===== src/rep_params_pkg.sv =====
/*
 * Replicator sizing constants
 * connection vector, priority, descriptor field widths and queue depths
 */

package rep_params_pkg;

	// connection vector and derived index widths
	localparam int conn_vec_w = 16;
	localparam int conn_w = 4;
	localparam int count_w = conn_w + 1;	// holds 0..conn_vec_w

	// queue id is {priority, connection}
	localparam int pri_w = 2;
	localparam int qid_w = pri_w + conn_w;

	// descriptor fields
	localparam int buf_ptr_w = 12;
	localparam int len_w = 10;
	localparam int src_port_w = 4;

	// queue depths as log2
	localparam int job_depth_log2 = 4;	// unicast and multicast job queues
	localparam int out_depth_log2 = 2;	// output queue in front of the consumer

endpackage

===== src/rep_types_pkg.sv =====
/*
 * Replicator record formats
 * packet descriptor, replication job and output copy
 */

package rep_types_pkg;

	import rep_params_pkg::*;

	// 26 bits
	typedef struct packed {
		logic [buf_ptr_w-1:0] buf_ptr;
		logic [len_w-1:0] len;
		logic [src_port_w-1:0] src_port;
	} pkt_desc_t;

	// 49 bits, one queued packet waiting for replication
	typedef struct packed {
		logic [conn_vec_w-1:0] vec;
		logic [pri_w-1:0] pri;
		logic [count_w-1:0] count;	// number of set bits in vec
		pkt_desc_t desc;
	} rep_job_t;

	// 38 bits, one enqueue toward the consumer
	typedef struct packed {
		logic ucast;
		logic last;
		logic [conn_w-1:0] idx;	// copy index within the packet
		logic [qid_w-1:0] qid;
		pkt_desc_t desc;
	} rep_copy_t;

endpackage


===== src/rep_job_if.sv =====
/*
 * Job path between classifier and scheduler
 * unicast and multicast write strobes, job record, multicast full level
 */

interface rep_job_if
	import rep_types_pkg::*;
();

	logic ucast_wr;	// write job into unicast queue
	logic mcast_wr;	// write job into multicast queue
	rep_job_t job;
	logic mcast_full;

	modport classifier (
		output ucast_wr,
		output mcast_wr,
		output job,
		input mcast_full
	);

	modport scheduler (
		input ucast_wr,
		input mcast_wr,
		input job,
		output mcast_full
	);

endinterface


===== src/rep_top.sv =====
/*
 * Packet replicator top level
 * classifier, scheduler, output queue and consumer back-pressure gating
 */

module rep_top
	import rep_params_pkg::*, rep_types_pkg::*;
(
	input logic clk,
	input logic reset,

	input logic enq_req,
	input logic enq_discard,
	input logic enq_allow_mcast,
	input logic [conn_vec_w-1:0] enq_vec,
	input logic [pri_w-1:0] enq_pri,
	input logic [buf_ptr_w-1:0] enq_buf_ptr,
	input logic [len_w-1:0] enq_len,
	input logic [src_port_w-1:0] enq_src_port,

	input logic int_rep_bp,

	output logic discard_req,
	output logic [buf_ptr_w-1:0] discard_buf_ptr,
	output logic [len_w-1:0] discard_len,
	output logic [src_port_w-1:0] discard_src_port,

	output logic rep_enq_req,
	output logic rep_enq_ucast,
	output logic rep_enq_last,
	output logic [conn_w-1:0] rep_enq_packet_id,
	output logic [qid_w-1:0] rep_enq_qid,
	output logic [buf_ptr_w-1:0] rep_enq_buf_ptr,
	output logic [len_w-1:0] rep_enq_len,
	output logic [src_port_w-1:0] rep_enq_src_port
);

	rep_job_if jobs ();

	pkt_desc_t enq_desc;
	pkt_desc_t discard_desc;

	logic copy_wr;
	rep_copy_t copy;
	logic copy_full;
	rep_copy_t out_copy;
	logic out_empty;

	assign enq_desc.buf_ptr = enq_buf_ptr;
	assign enq_desc.len = enq_len;
	assign enq_desc.src_port = enq_src_port;

	rep_classifier u_classifier (
		.clk(clk),
		.reset(reset),
		.enq_req(enq_req),
		.enq_discard(enq_discard),
		.enq_allow_mcast(enq_allow_mcast),
		.enq_vec(enq_vec),
		.enq_pri(enq_pri),
		.enq_desc(enq_desc),
		.jobs(jobs.classifier),
		.discard_req(discard_req),
		.discard_desc(discard_desc)
	);

	rep_scheduler u_scheduler (
		.clk(clk),
		.reset(reset),
		.jobs(jobs.scheduler),
		.copy_wr(copy_wr),
		.copy(copy),
		.copy_full(copy_full)
	);

	// ****************************************************************
	// output queue, popped by every delivered copy

	rep_fifo #(
		.width($bits(rep_copy_t)),
		.depth_log2(out_depth_log2)
	) u_out_fifo (
		.clk(clk),
		.reset(reset),
		.wr(copy_wr),
		.din(copy),
		.rd(rep_enq_req),
		.dout(out_copy),
		.full(copy_full),
		.empty(out_empty)
	);

	assign rep_enq_req = ~out_empty & ~int_rep_bp;	// consumer takes one per cycle

	assign rep_enq_ucast = out_copy.ucast;
	assign rep_enq_last = out_copy.last;
	assign rep_enq_packet_id = out_copy.idx;
	assign rep_enq_qid = out_copy.qid;
	assign rep_enq_buf_ptr = out_copy.desc.buf_ptr;
	assign rep_enq_len = out_copy.desc.len;
	assign rep_enq_src_port = out_copy.desc.src_port;

	assign discard_buf_ptr = discard_desc.buf_ptr;
	assign discard_len = discard_desc.len;
	assign discard_src_port = discard_desc.src_port;

endmodule


===== src/rep_scheduler.sv =====
/*
 * Replication scheduler
 * unicast and multicast job queues, current job register and the loop
 * that emits one copy per set connection bit, lowest connection first
 */

module rep_scheduler
	import rep_params_pkg::*, rep_types_pkg::*;
(
	input logic clk,
	input logic reset,
	rep_job_if.scheduler jobs,
	output logic copy_wr,
	output rep_copy_t copy,
	input logic copy_full
);

	rep_job_t u_dout;
	rep_job_t m_dout;
	logic u_empty;
	logic m_empty;
	logic u_rd;
	logic m_rd;

	rep_job_t next_job;
	rep_job_t cur_job;	// vec holds the connections still to be sent
	logic cur_valid;
	logic [conn_w-1:0] cur_idx;

	logic [conn_w-1:0] sel_conn;
	logic [conn_vec_w-1:0] sel_bit;
	logic last_copy;
	logic load;

	// lowest set bit of the vector
	function automatic logic [conn_w-1:0] low_conn(input logic [conn_vec_w-1:0] vec);
		logic [conn_w-1:0] idx;
		idx = '0;
		for (int i = conn_vec_w - 1; i >= 0; i--)
			if (vec[i])
				idx = conn_w'(i);
		return idx;
	endfunction

	// ****************************************************************
	// job queues

	rep_fifo #(
		.width($bits(rep_job_t)),
		.depth_log2(job_depth_log2)
	) u_ucast_fifo (
		.clk(clk),
		.reset(reset),
		.wr(jobs.ucast_wr),
		.din(jobs.job),
		.rd(u_rd),
		.dout(u_dout),
		.full(),	// no overflow check on unicast
		.empty(u_empty)
	);

	rep_fifo #(
		.width($bits(rep_job_t)),
		.depth_log2(job_depth_log2)
	) u_mcast_fifo (
		.clk(clk),
		.reset(reset),
		.wr(jobs.mcast_wr),
		.din(jobs.job),
		.rd(m_rd),
		.dout(m_dout),
		.full(jobs.mcast_full),
		.empty(m_empty)
	);

	// ****************************************************************
	// job selection, unicast first

	assign load = ~cur_valid | (copy_wr & last_copy);
	assign u_rd = load & ~u_empty;
	assign m_rd = load & u_empty & ~m_empty;
	assign next_job = u_empty ? m_dout : u_dout;

	always_ff @(posedge clk)
		if (reset)
			cur_valid <= 1'b0;
		else if (load)
			cur_valid <= ~u_empty | ~m_empty;

	always_ff @(posedge clk)
		if (load)
		begin
			cur_job <= next_job;
			cur_idx <= '0;
		end
		else if (copy_wr)
		begin
			cur_job.vec <= cur_job.vec & ~sel_bit;	// connection served
			cur_idx <= cur_idx + 1'b1;
		end

	// ****************************************************************
	// copy generation

	assign sel_conn = low_conn(cur_job.vec);
	assign sel_bit = conn_vec_w'(1) << sel_conn;
	assign last_copy = ({1'b0, cur_idx} == cur_job.count - 1'b1);

	assign copy_wr = cur_valid & ~copy_full;

	always_comb
	begin
		copy.ucast = (cur_job.count == count_w'(1));
		copy.last = last_copy;
		copy.idx = cur_idx;
		copy.qid = {cur_job.pri, sel_conn};
		copy.desc = cur_job.desc;
	end

endmodule


===== src/rep_classifier.sv =====
/*
 * Input stage of the replicator
 * input register, set-bit count, unicast/multicast/discard decision,
 * registered discard pulse and descriptor
 */

module rep_classifier
	import rep_params_pkg::*, rep_types_pkg::*;
(
	input logic clk,
	input logic reset,
	input logic enq_req,
	input logic enq_discard,
	input logic enq_allow_mcast,
	input logic [conn_vec_w-1:0] enq_vec,
	input logic [pri_w-1:0] enq_pri,
	input pkt_desc_t enq_desc,
	rep_job_if.classifier jobs,
	output logic discard_req,
	output pkt_desc_t discard_desc
);

	logic req_d1;
	logic discard_d1;
	logic allow_mcast_d1;
	logic [conn_vec_w-1:0] vec_d1;
	logic [pri_w-1:0] pri_d1;
	pkt_desc_t desc_d1;

	logic [count_w-1:0] count_d1;
	logic is_empty;
	logic is_ucast;
	logic is_mcast;
	logic discard_set;

	function automatic logic [count_w-1:0] pop_count(input logic [conn_vec_w-1:0] vec);
		logic [count_w-1:0] sum;
		sum = '0;
		for (int i = 0; i < conn_vec_w; i++)
			sum = sum + vec[i];
		return sum;
	endfunction

	// ****************************************************************
	// input register

	always_ff @(posedge clk)
		if (reset)
			req_d1 <= 1'b0;
		else
			req_d1 <= enq_req;

	always_ff @(posedge clk)
	begin
		discard_d1 <= enq_discard;
		allow_mcast_d1 <= enq_allow_mcast;
		vec_d1 <= enq_vec;
		pri_d1 <= enq_pri;
		desc_d1 <= enq_desc;
	end

	// ****************************************************************
	// path decision

	assign count_d1 = pop_count(vec_d1);
	assign is_empty = (count_d1 == '0);
	assign is_ucast = (count_d1 == count_w'(1));
	assign is_mcast = ~is_empty & ~is_ucast;

	assign jobs.ucast_wr = req_d1 & ~discard_d1 & is_ucast;
	assign jobs.mcast_wr = req_d1 & ~discard_d1 & is_mcast & allow_mcast_d1 & ~jobs.mcast_full;
	assign discard_set = req_d1 & (discard_d1 | is_empty |
		(is_mcast & (~allow_mcast_d1 | jobs.mcast_full)));

	assign jobs.job.vec = vec_d1;
	assign jobs.job.pri = pri_d1;
	assign jobs.job.count = count_d1;
	assign jobs.job.desc = desc_d1;

	// ****************************************************************
	// discard output, two clocks after enq_req

	always_ff @(posedge clk)
		if (reset)
			discard_req <= 1'b0;
		else
			discard_req <= discard_set;

	always_ff @(posedge clk)
		if (discard_set)
			discard_desc <= desc_d1;	// held until the next discard

endmodule


===== src/rep_fifo.sv =====
/*
 * Synchronous register-array queue
 * head shown combinationally, full and empty levels
 */

module rep_fifo #(
	parameter int width = 8,
	parameter int depth_log2 = 4
)(
	input logic clk,
	input logic reset,
	input logic wr,
	input logic [width-1:0] din,
	input logic rd,
	output logic [width-1:0] dout,
	output logic full,
	output logic empty
);

	localparam int depth = 1 << depth_log2;

	logic [width-1:0] mem [depth];
	logic [depth_log2-1:0] wr_ptr;
	logic [depth_log2-1:0] rd_ptr;
	logic [depth_log2:0] count;

	logic wr_en;
	logic rd_en;

	assign wr_en = wr & ~full;	// writes into a full queue are lost
	assign rd_en = rd & ~empty;

	assign full = (count == (depth_log2+1)'(depth));
	assign empty = (count == '0);
	assign dout = mem[rd_ptr];

	always_ff @(posedge clk)
		if (wr_en)
			mem[wr_ptr] <= din;

	always_ff @(posedge clk)
		if (reset)
		begin
			wr_ptr <= '0;
			rd_ptr <= '0;
			count <= '0;
		end
		else
		begin
			if (wr_en)
				wr_ptr <= wr_ptr + 1'b1;
			if (rd_en)
				rd_ptr <= rd_ptr + 1'b1;
			count <= count + wr_en - rd_en;	// both at once keeps the level
		end

endmodule


===== config.mk =====
export PLATFORM = sky130hd
export DESIGN_NAME = rep_top
export DESIGN_NICKNAME = d
export VERILOG_FILES = /design/src/rep_params_pkg.sv /design/src/rep_types_pkg.sv /design/src/rep_job_if.sv /design/src/rep_top.sv /design/src/rep_scheduler.sv /design/src/rep_classifier.sv /design/src/rep_fifo.sv
export SDC_FILE = /design/constraint.sdc
export NUM_CORES = 2
export LEC_CHECK = 0
export ABC_AREA = 1
export BUFFER_PORTS_ARGS = -buffer_cell sky130_fd_sc_hd__clkbuf_2
export CAP_MARGIN = 40
export CORE_MARGIN = 2
export CORE_UTILIZATION = 44
export DETAILED_ROUTE_END_ITERATION = 12
export MAX_ROUTING_LAYER = met4
export PLACE_DENSITY_LB_ADDON = 0.12
export SLEW_MARGIN = 25
export SYNTH_ARGS = -nofsm -noshare
export SYNTH_HDL_FRONTEND = slang
export SYNTH_SLANG_ARGS = --single-unit
export TNS_END_PERCENT = 50

===== constraint.sdc =====
create_clock -name clk -period 9.4 [get_ports clk]
set_input_delay 0.94 -clock clk [delete_from_list [all_inputs] [get_ports clk]]
set_output_delay 0.94 -clock clk [all_outputs]
set_load 0.05 [all_outputs]

# After elaboration in Yosys (flattened, before gate mapping)
# Memories as Yosys holds them, arrays and structs flattened. A register that Yosys moved wholly into a read port is not among the register bits.
# Index checks and enable logic that the tools add are counted.
# Widths: inputs -> output; s select.
[totals]
register_bits = 161
mem_bits_rw = 1720
in_bits = 50
wordCells = 143
memories = 3
[mem_list]
columns = ["name", "depth", "word_bits", "read_ports", "rd_ports_with_merged_regs", "wr", "line", "text"]
rows = [
  ["u_scheduler.u_mcast_fifo.mem", 16, 49, 1, 1, 1, "rep_fifo.sv:22", "logic [width-1:0] mem [depth];"],
  ["u_scheduler.u_ucast_fifo.mem", 16, 49, 1, 1, 1, "rep_fifo.sv:22", ""],
  ["u_out_fifo.mem", 4, 38, 1, 1, 1, "rep_fifo.sv:22", ""],
]
[op_classes]
addsub = 29
eq_ne = 6
shifts = 1
muxes = 31
bitwise_logic = 39
reduce_logical = 5
[ops]
columns = ["op", "n"]
rows = [
  ["$add 5x1->5", 16],
  ["$mux 4", 20],
  ["$mux 49", 1],
  ["$mux 16", 2],
  ["$add 4x1->4 const B", 5],
  ["$and 1x1->1", 20],
  ["$and 16x16->16", 1],
  ["$not 16->16", 1],
  ["$shl 1x4->16 const A", 1],
  ["$logic_not 5->1", 3],
  ["$not 1->1", 12],
  ["$eq 5x1->1 const B", 2],
  ["$eq 5x5->1 const B", 2],
  ["$sub 5x1->5", 2],
  ["$mux 1", 6],
  ["$eq 4x5->1", 1],
  ["$or 1x1->1", 5],
  ["$sub 5x1->5 const B", 1],
  ["$add 2x1->2 const B", 2],
  ["$mux 2", 2],
  ["$add 3x1->3", 1],
  ["$eq 3x3->1 const B", 1],
  ["$logic_not 3->1", 1],
  ["$sub 3x1->3", 1],
  ["other kinds (2)", 2],
]

# Logic depth before layout (Yosys ltp)
[logic_depth]
depth_word = 24
depth_mapped = 25
depth_no_buf = 25

# Hierarchy
# Synthesis repeated with hierarchy kept, for this count alone.
[hier_totals]
hier_cells = 7535
hier_area_um2 = 80601.1
[by_module_without_submodules]
columns = ["mod", "instances", "cells_per_inst", "area_per_inst_um2"]
rows = [
  ["rep_fifo at u_scheduler.u_mcast_fifo ...", 2, 3289, 34513.1],
  ["rep_fifo at u_out_fifo", 1, 437, 6124.6],
  ["rep_scheduler", 1, 362, 3153.0],
  ["rep_classifier", 1, 157, 2293.4],
  ["rep_top", 1, 1, 3.8],
]

# Worst setup path after synthesis
# OpenSTA, ideal clock, no wires.
[synth_path]
path_kind = "register -> register"
from = "register u_classifier.vec_d1[1]"
to = "memory u_scheduler.u_mcast_fifo.mem[11][0] (netlist bit) (enable)"
setup_time_ns = 0.456
arrival_time_ns = 7.596
slack_ns = 1.348
stages_incl_launch_ff = 17
path_buffers = 0
path_cell_list = "dfxtp_1 ha_1 inv_1 fa_1 fa_1 fa_1 fa_1 inv_1 fa_1 fa_1 xor2_1 nor3_1 nand2_1 nand4_1 inv_1 nand2_1 nor2_1"
[synth_rtl]
columns = ["item", "line", "text"]
rows = [
  ["from (decl)", "rep_classifier.sv:26", "logic [conn_vec_w-1:0] vec_d1;"],
  ["from (signal assigned)", "rep_classifier.sv:57", "vec_d1 <= enq_vec;"],
  ["to (decl)", "rep_fifo.sv:22", ""],
]

==> results.toml <==
[floorplan]
die_x_um = 413
die_h_um = 413
rows = 150
io_pins = 116
start_util = 0.442
core_mm2 = 0.167
die_area_mm2 = 0.171

[power_and_ir_drop]
powerDensity_mw_per_mm2 = 276
p_total_mw = 23.2
p_leak_nw = 27.4
irDropWorstVdd_mv = 0.235

[worst_setup_path]
critPathBufInv = 5
cp.required_ps = 9890
critPathMaxStageDelay_ps = 1010
critical_path.slowest_cell = "fa_2"
crit_arrival_ps = 7550
reg2reg_depth = 17
reg2reg_from = "u_classifier.vec_d1[1]"
cpLargestDelayFamily = "adder cells"
path_class = "reg -> reg"
cp_cell_sequence = "buf_4, ha_1, inv_1, fa_1, fa_1, fa_1, fa_1, inv_1, fa_2, fa_2, nor3_1, nand2_1, nand4_1, inv_1, nand2_1, nor2_4, buf_12"
r2r_slack_ps = 2340
cp-end-kind = "register"
startpoint_type = "register"
reg2reg_to = "u_scheduler.u_mcast_fifo.mem[5][32]"
path_max_fanout = 34
cp_common_cell = "fa_1"

[cells_and_area]
num-nets-final = 5443
area_delta_synth_final_pct = 14.3
nFillCells = 14030
drive_gt1_frac = 0.118

[clock_network]
path_clk_slew_ps = 60
ctsResizeCount = 0
post_cts_buffers = 0
cts_buffer_depth = 3
cts_sinks = 1891
root_buffer = "clkbuf_16"
worstSkewPairLatency_ps = 850
h-tree-depth = 4
cts_buffers = 195
cts_tree = "yes"
cts_hold_buf = 0

[logic_synthesis]
netlist_area_mm2 = 0.0737
synth-async-reset-ratio = 0
synthesis.nets = 5307
synth-edff-count = 1795
ys_warn_count = 0
yosysSeqAreaShare = 0.758
synth_cell_types = 50
synth.avg_cell_area_um2 = 14.1
synthFlopType = "edfxtp_1"
synthCells = 5208
synth_seq_cells = 1891

[routing]
wirelength_mm = 211
first_pass_iters = 6
ant_nets = 0
viasPerCell = 5.76
drtIter0Drc = 5198
drcViolationCount = 0
vias = 44434
wire_per_inst_um = 27.3

[min_path]
hold_path_class = "in -> reg"
hp-start = "enq_pri[1]"
worstHoldEndpoint = "u_classifier.pri_d1[1]"
min_path_cells = 1

[sta]
worst_slew_pin_slew_ps = 1050
hold_ws_ps = 192
skew_ps = 35.5
rsz0062_at_grt = "no"
setup_tns_ps = 0
fin_ws_ps = 2340
drv_slew = 0
max_freq_mhz = 142
relSlewSlack = 0.302
fin_crit_ps = 7060
setup_viol = 0
hold_viol = 0
fin_crit_sh = 0.751

[grt]
grt_pass1_wl_mm = 301
antenna_found_initial = 14
grt_max_degree = 155
grt_pass1_vias = 41784
grt.total_usage = 0.252
overflow = 0

[flow_run]
maxCapViolCount = 0

[placement]
post-place-ws_ps = 2390
dpl.hpwl_mm = 120
place.gp.congestion = 0.828
port_buffers = 115

[run_status]
outcome = "finished clean"
==> layout make-up <==
type / instances / area (um2) / area share
Tap cell: 2204 / 2760 / 0.0327
Timing Repair Buffer: 277 / 2530 / 0.0301
Antenna cell: 3 / 7.51 / 0.0000891
Clock inverter: 101 / 976 / 0.0116
Multi-Input combinational cell: 2665 / 15500 / 0.184
Clock buffer: 263 / 5340 / 0.0634
Inverter: 314 / 1220 / 0.0145
Sequential cell: 1891 / 55900 / 0.663
==> worst max-delay path by stage <==
stage,to,cells past startpoint,startpoint
2_1_floorplan,u_scheduler.u_mcast_fifo.mem[11][0],16,u_classifier.vec_d1[1]
3_3_place_gp,u_scheduler.u_mcast_fifo.mem[5][11],17,u_classifier.vec_d1[1]
3_5_place_dp,u_scheduler.u_mcast_fifo.mem[5][11],17,u_classifier.vec_d1[1]
4_1_cts,u_scheduler.u_mcast_fifo.mem[5][8],17,u_classifier.vec_d1[1]
5_1_grt,u_scheduler.u_mcast_fifo.mem[5][31],17,u_classifier.vec_d1[1]
6_report,u_scheduler.u_mcast_fifo.mem[5][32],17,u_classifier.vec_d1[1]
==> power breakdown <==
part	leakage, nW	switching, mW	internal, mW
logic	7.35	3.97	1.42
registers	17.0	0.259	9.95
clock network	3.08	3.29	4.35
total	27.4	7.52	15.7
==> cell families (layout without fill, tap and decap cells) <==
kind of cell / Yosys count / after routing / share of synthesized area
DFF: 1891 / 1891 / 0.758
adders and majority gates: 49 / 49 / 0.00965
and+or+nand+nor: 834 / 834 / 0.0456
buffers and inverters: 652 / 955 / 0.0358
AOI/OAI and AO/OA: 1574 / 1574 / 0.123
xor gates and xnor gates: 12 / 12 / 0.00143
muxes: 196 / 196 / 0.0266
other: 0 / 3 / 0
==> cells in the mapped netlist, types with 5 or more instances <==
cell type / n / area, um2
a21oi_1: 227 / 1140
a31oi_1: 44 / 275
a32oi_1: 30 / 263
buf_1: 16 / 60.1
buf_2: 73 / 365
buf_4: 16 / 120
clkbuf_1: 231 / 867
dfxtp_1: 96 / 1920
edfxtp_1: 1795 / 53900
fa_1: 13 / 260
ha_1: 36 / 450
inv_1: 307 / 1150
inv_2: 5 / 18.8
mux2i_1: 196 / 1960
nand2_1: 128 / 480
nand3_1: 73 / 365
nand4_1: 7 / 43.8
nor2_1: 601 / 2260
nor3_1: 6 / 30.0
o211ai_1: 147 / 1100
o21ai_0: 853 / 4270
o21ai_1: 13 / 65.1
o221ai_1: 126 / 1100
o22ai_1: 126 / 788
xnor2_1: 5 / 43.8
xor2_1: 7 / 61.3
==> sequential cells by signal, summed over array words and instances (netlist names), 4 cells and up, named ones only <==
name / cells
u_classifier.jobs.job: 26
u_classifier.vec_d1: 16
u_scheduler.copy: 28
u_scheduler.u_mcast_fifo.count: 5
u_scheduler.u_ucast_fifo.wr_ptr: 4
u_scheduler.u_mcast_fifo.mem: 784
u_scheduler.cur_idx: 4
u_scheduler.u_ucast_fifo.rd_ptr: 4
u_scheduler.u_mcast_fifo.rd_ptr: 4
u_classifier.discard_desc: 26
u_out_fifo.mem: 152
u_scheduler.u_mcast_fifo.wr_ptr: 4
u_scheduler.cur_job: 21
u_scheduler.u_ucast_fifo.count: 5
u_scheduler.u_ucast_fifo.mem: 784
==> layer usage <==
layer  track usage  part of all wire  wire [um]
met4        0.0582             0.019       4030
met5             -                 0          0
met2         0.371              0.45      95800
met3        0.0467             0.076      16000
met1         0.364              0.45      94900
==> metrics by stage <==
step                instance area, um2   util  instances
finish                           84200  0.505       7718
global route                     84200  0.505       7716
CTS                              84000  0.504       7706
detailed placement               77700  0.466       7342
global placement                 77200  0.463       7312
floorplan                        73700      -       5208
==> layout by cell type, fill, tap and decap left out, drive strengths merged, types with 126 or more instances in the layout <==
cell,n
o22ai,126
edfxtp,1795
nand2,131
o221ai,126
o211ai,147
o21ai,866
inv,317
a21oi,228
nor2,604
clkbuf,380
buf,160
mux2i,196
Note: power is estimated with default switching activity, not from simulation.
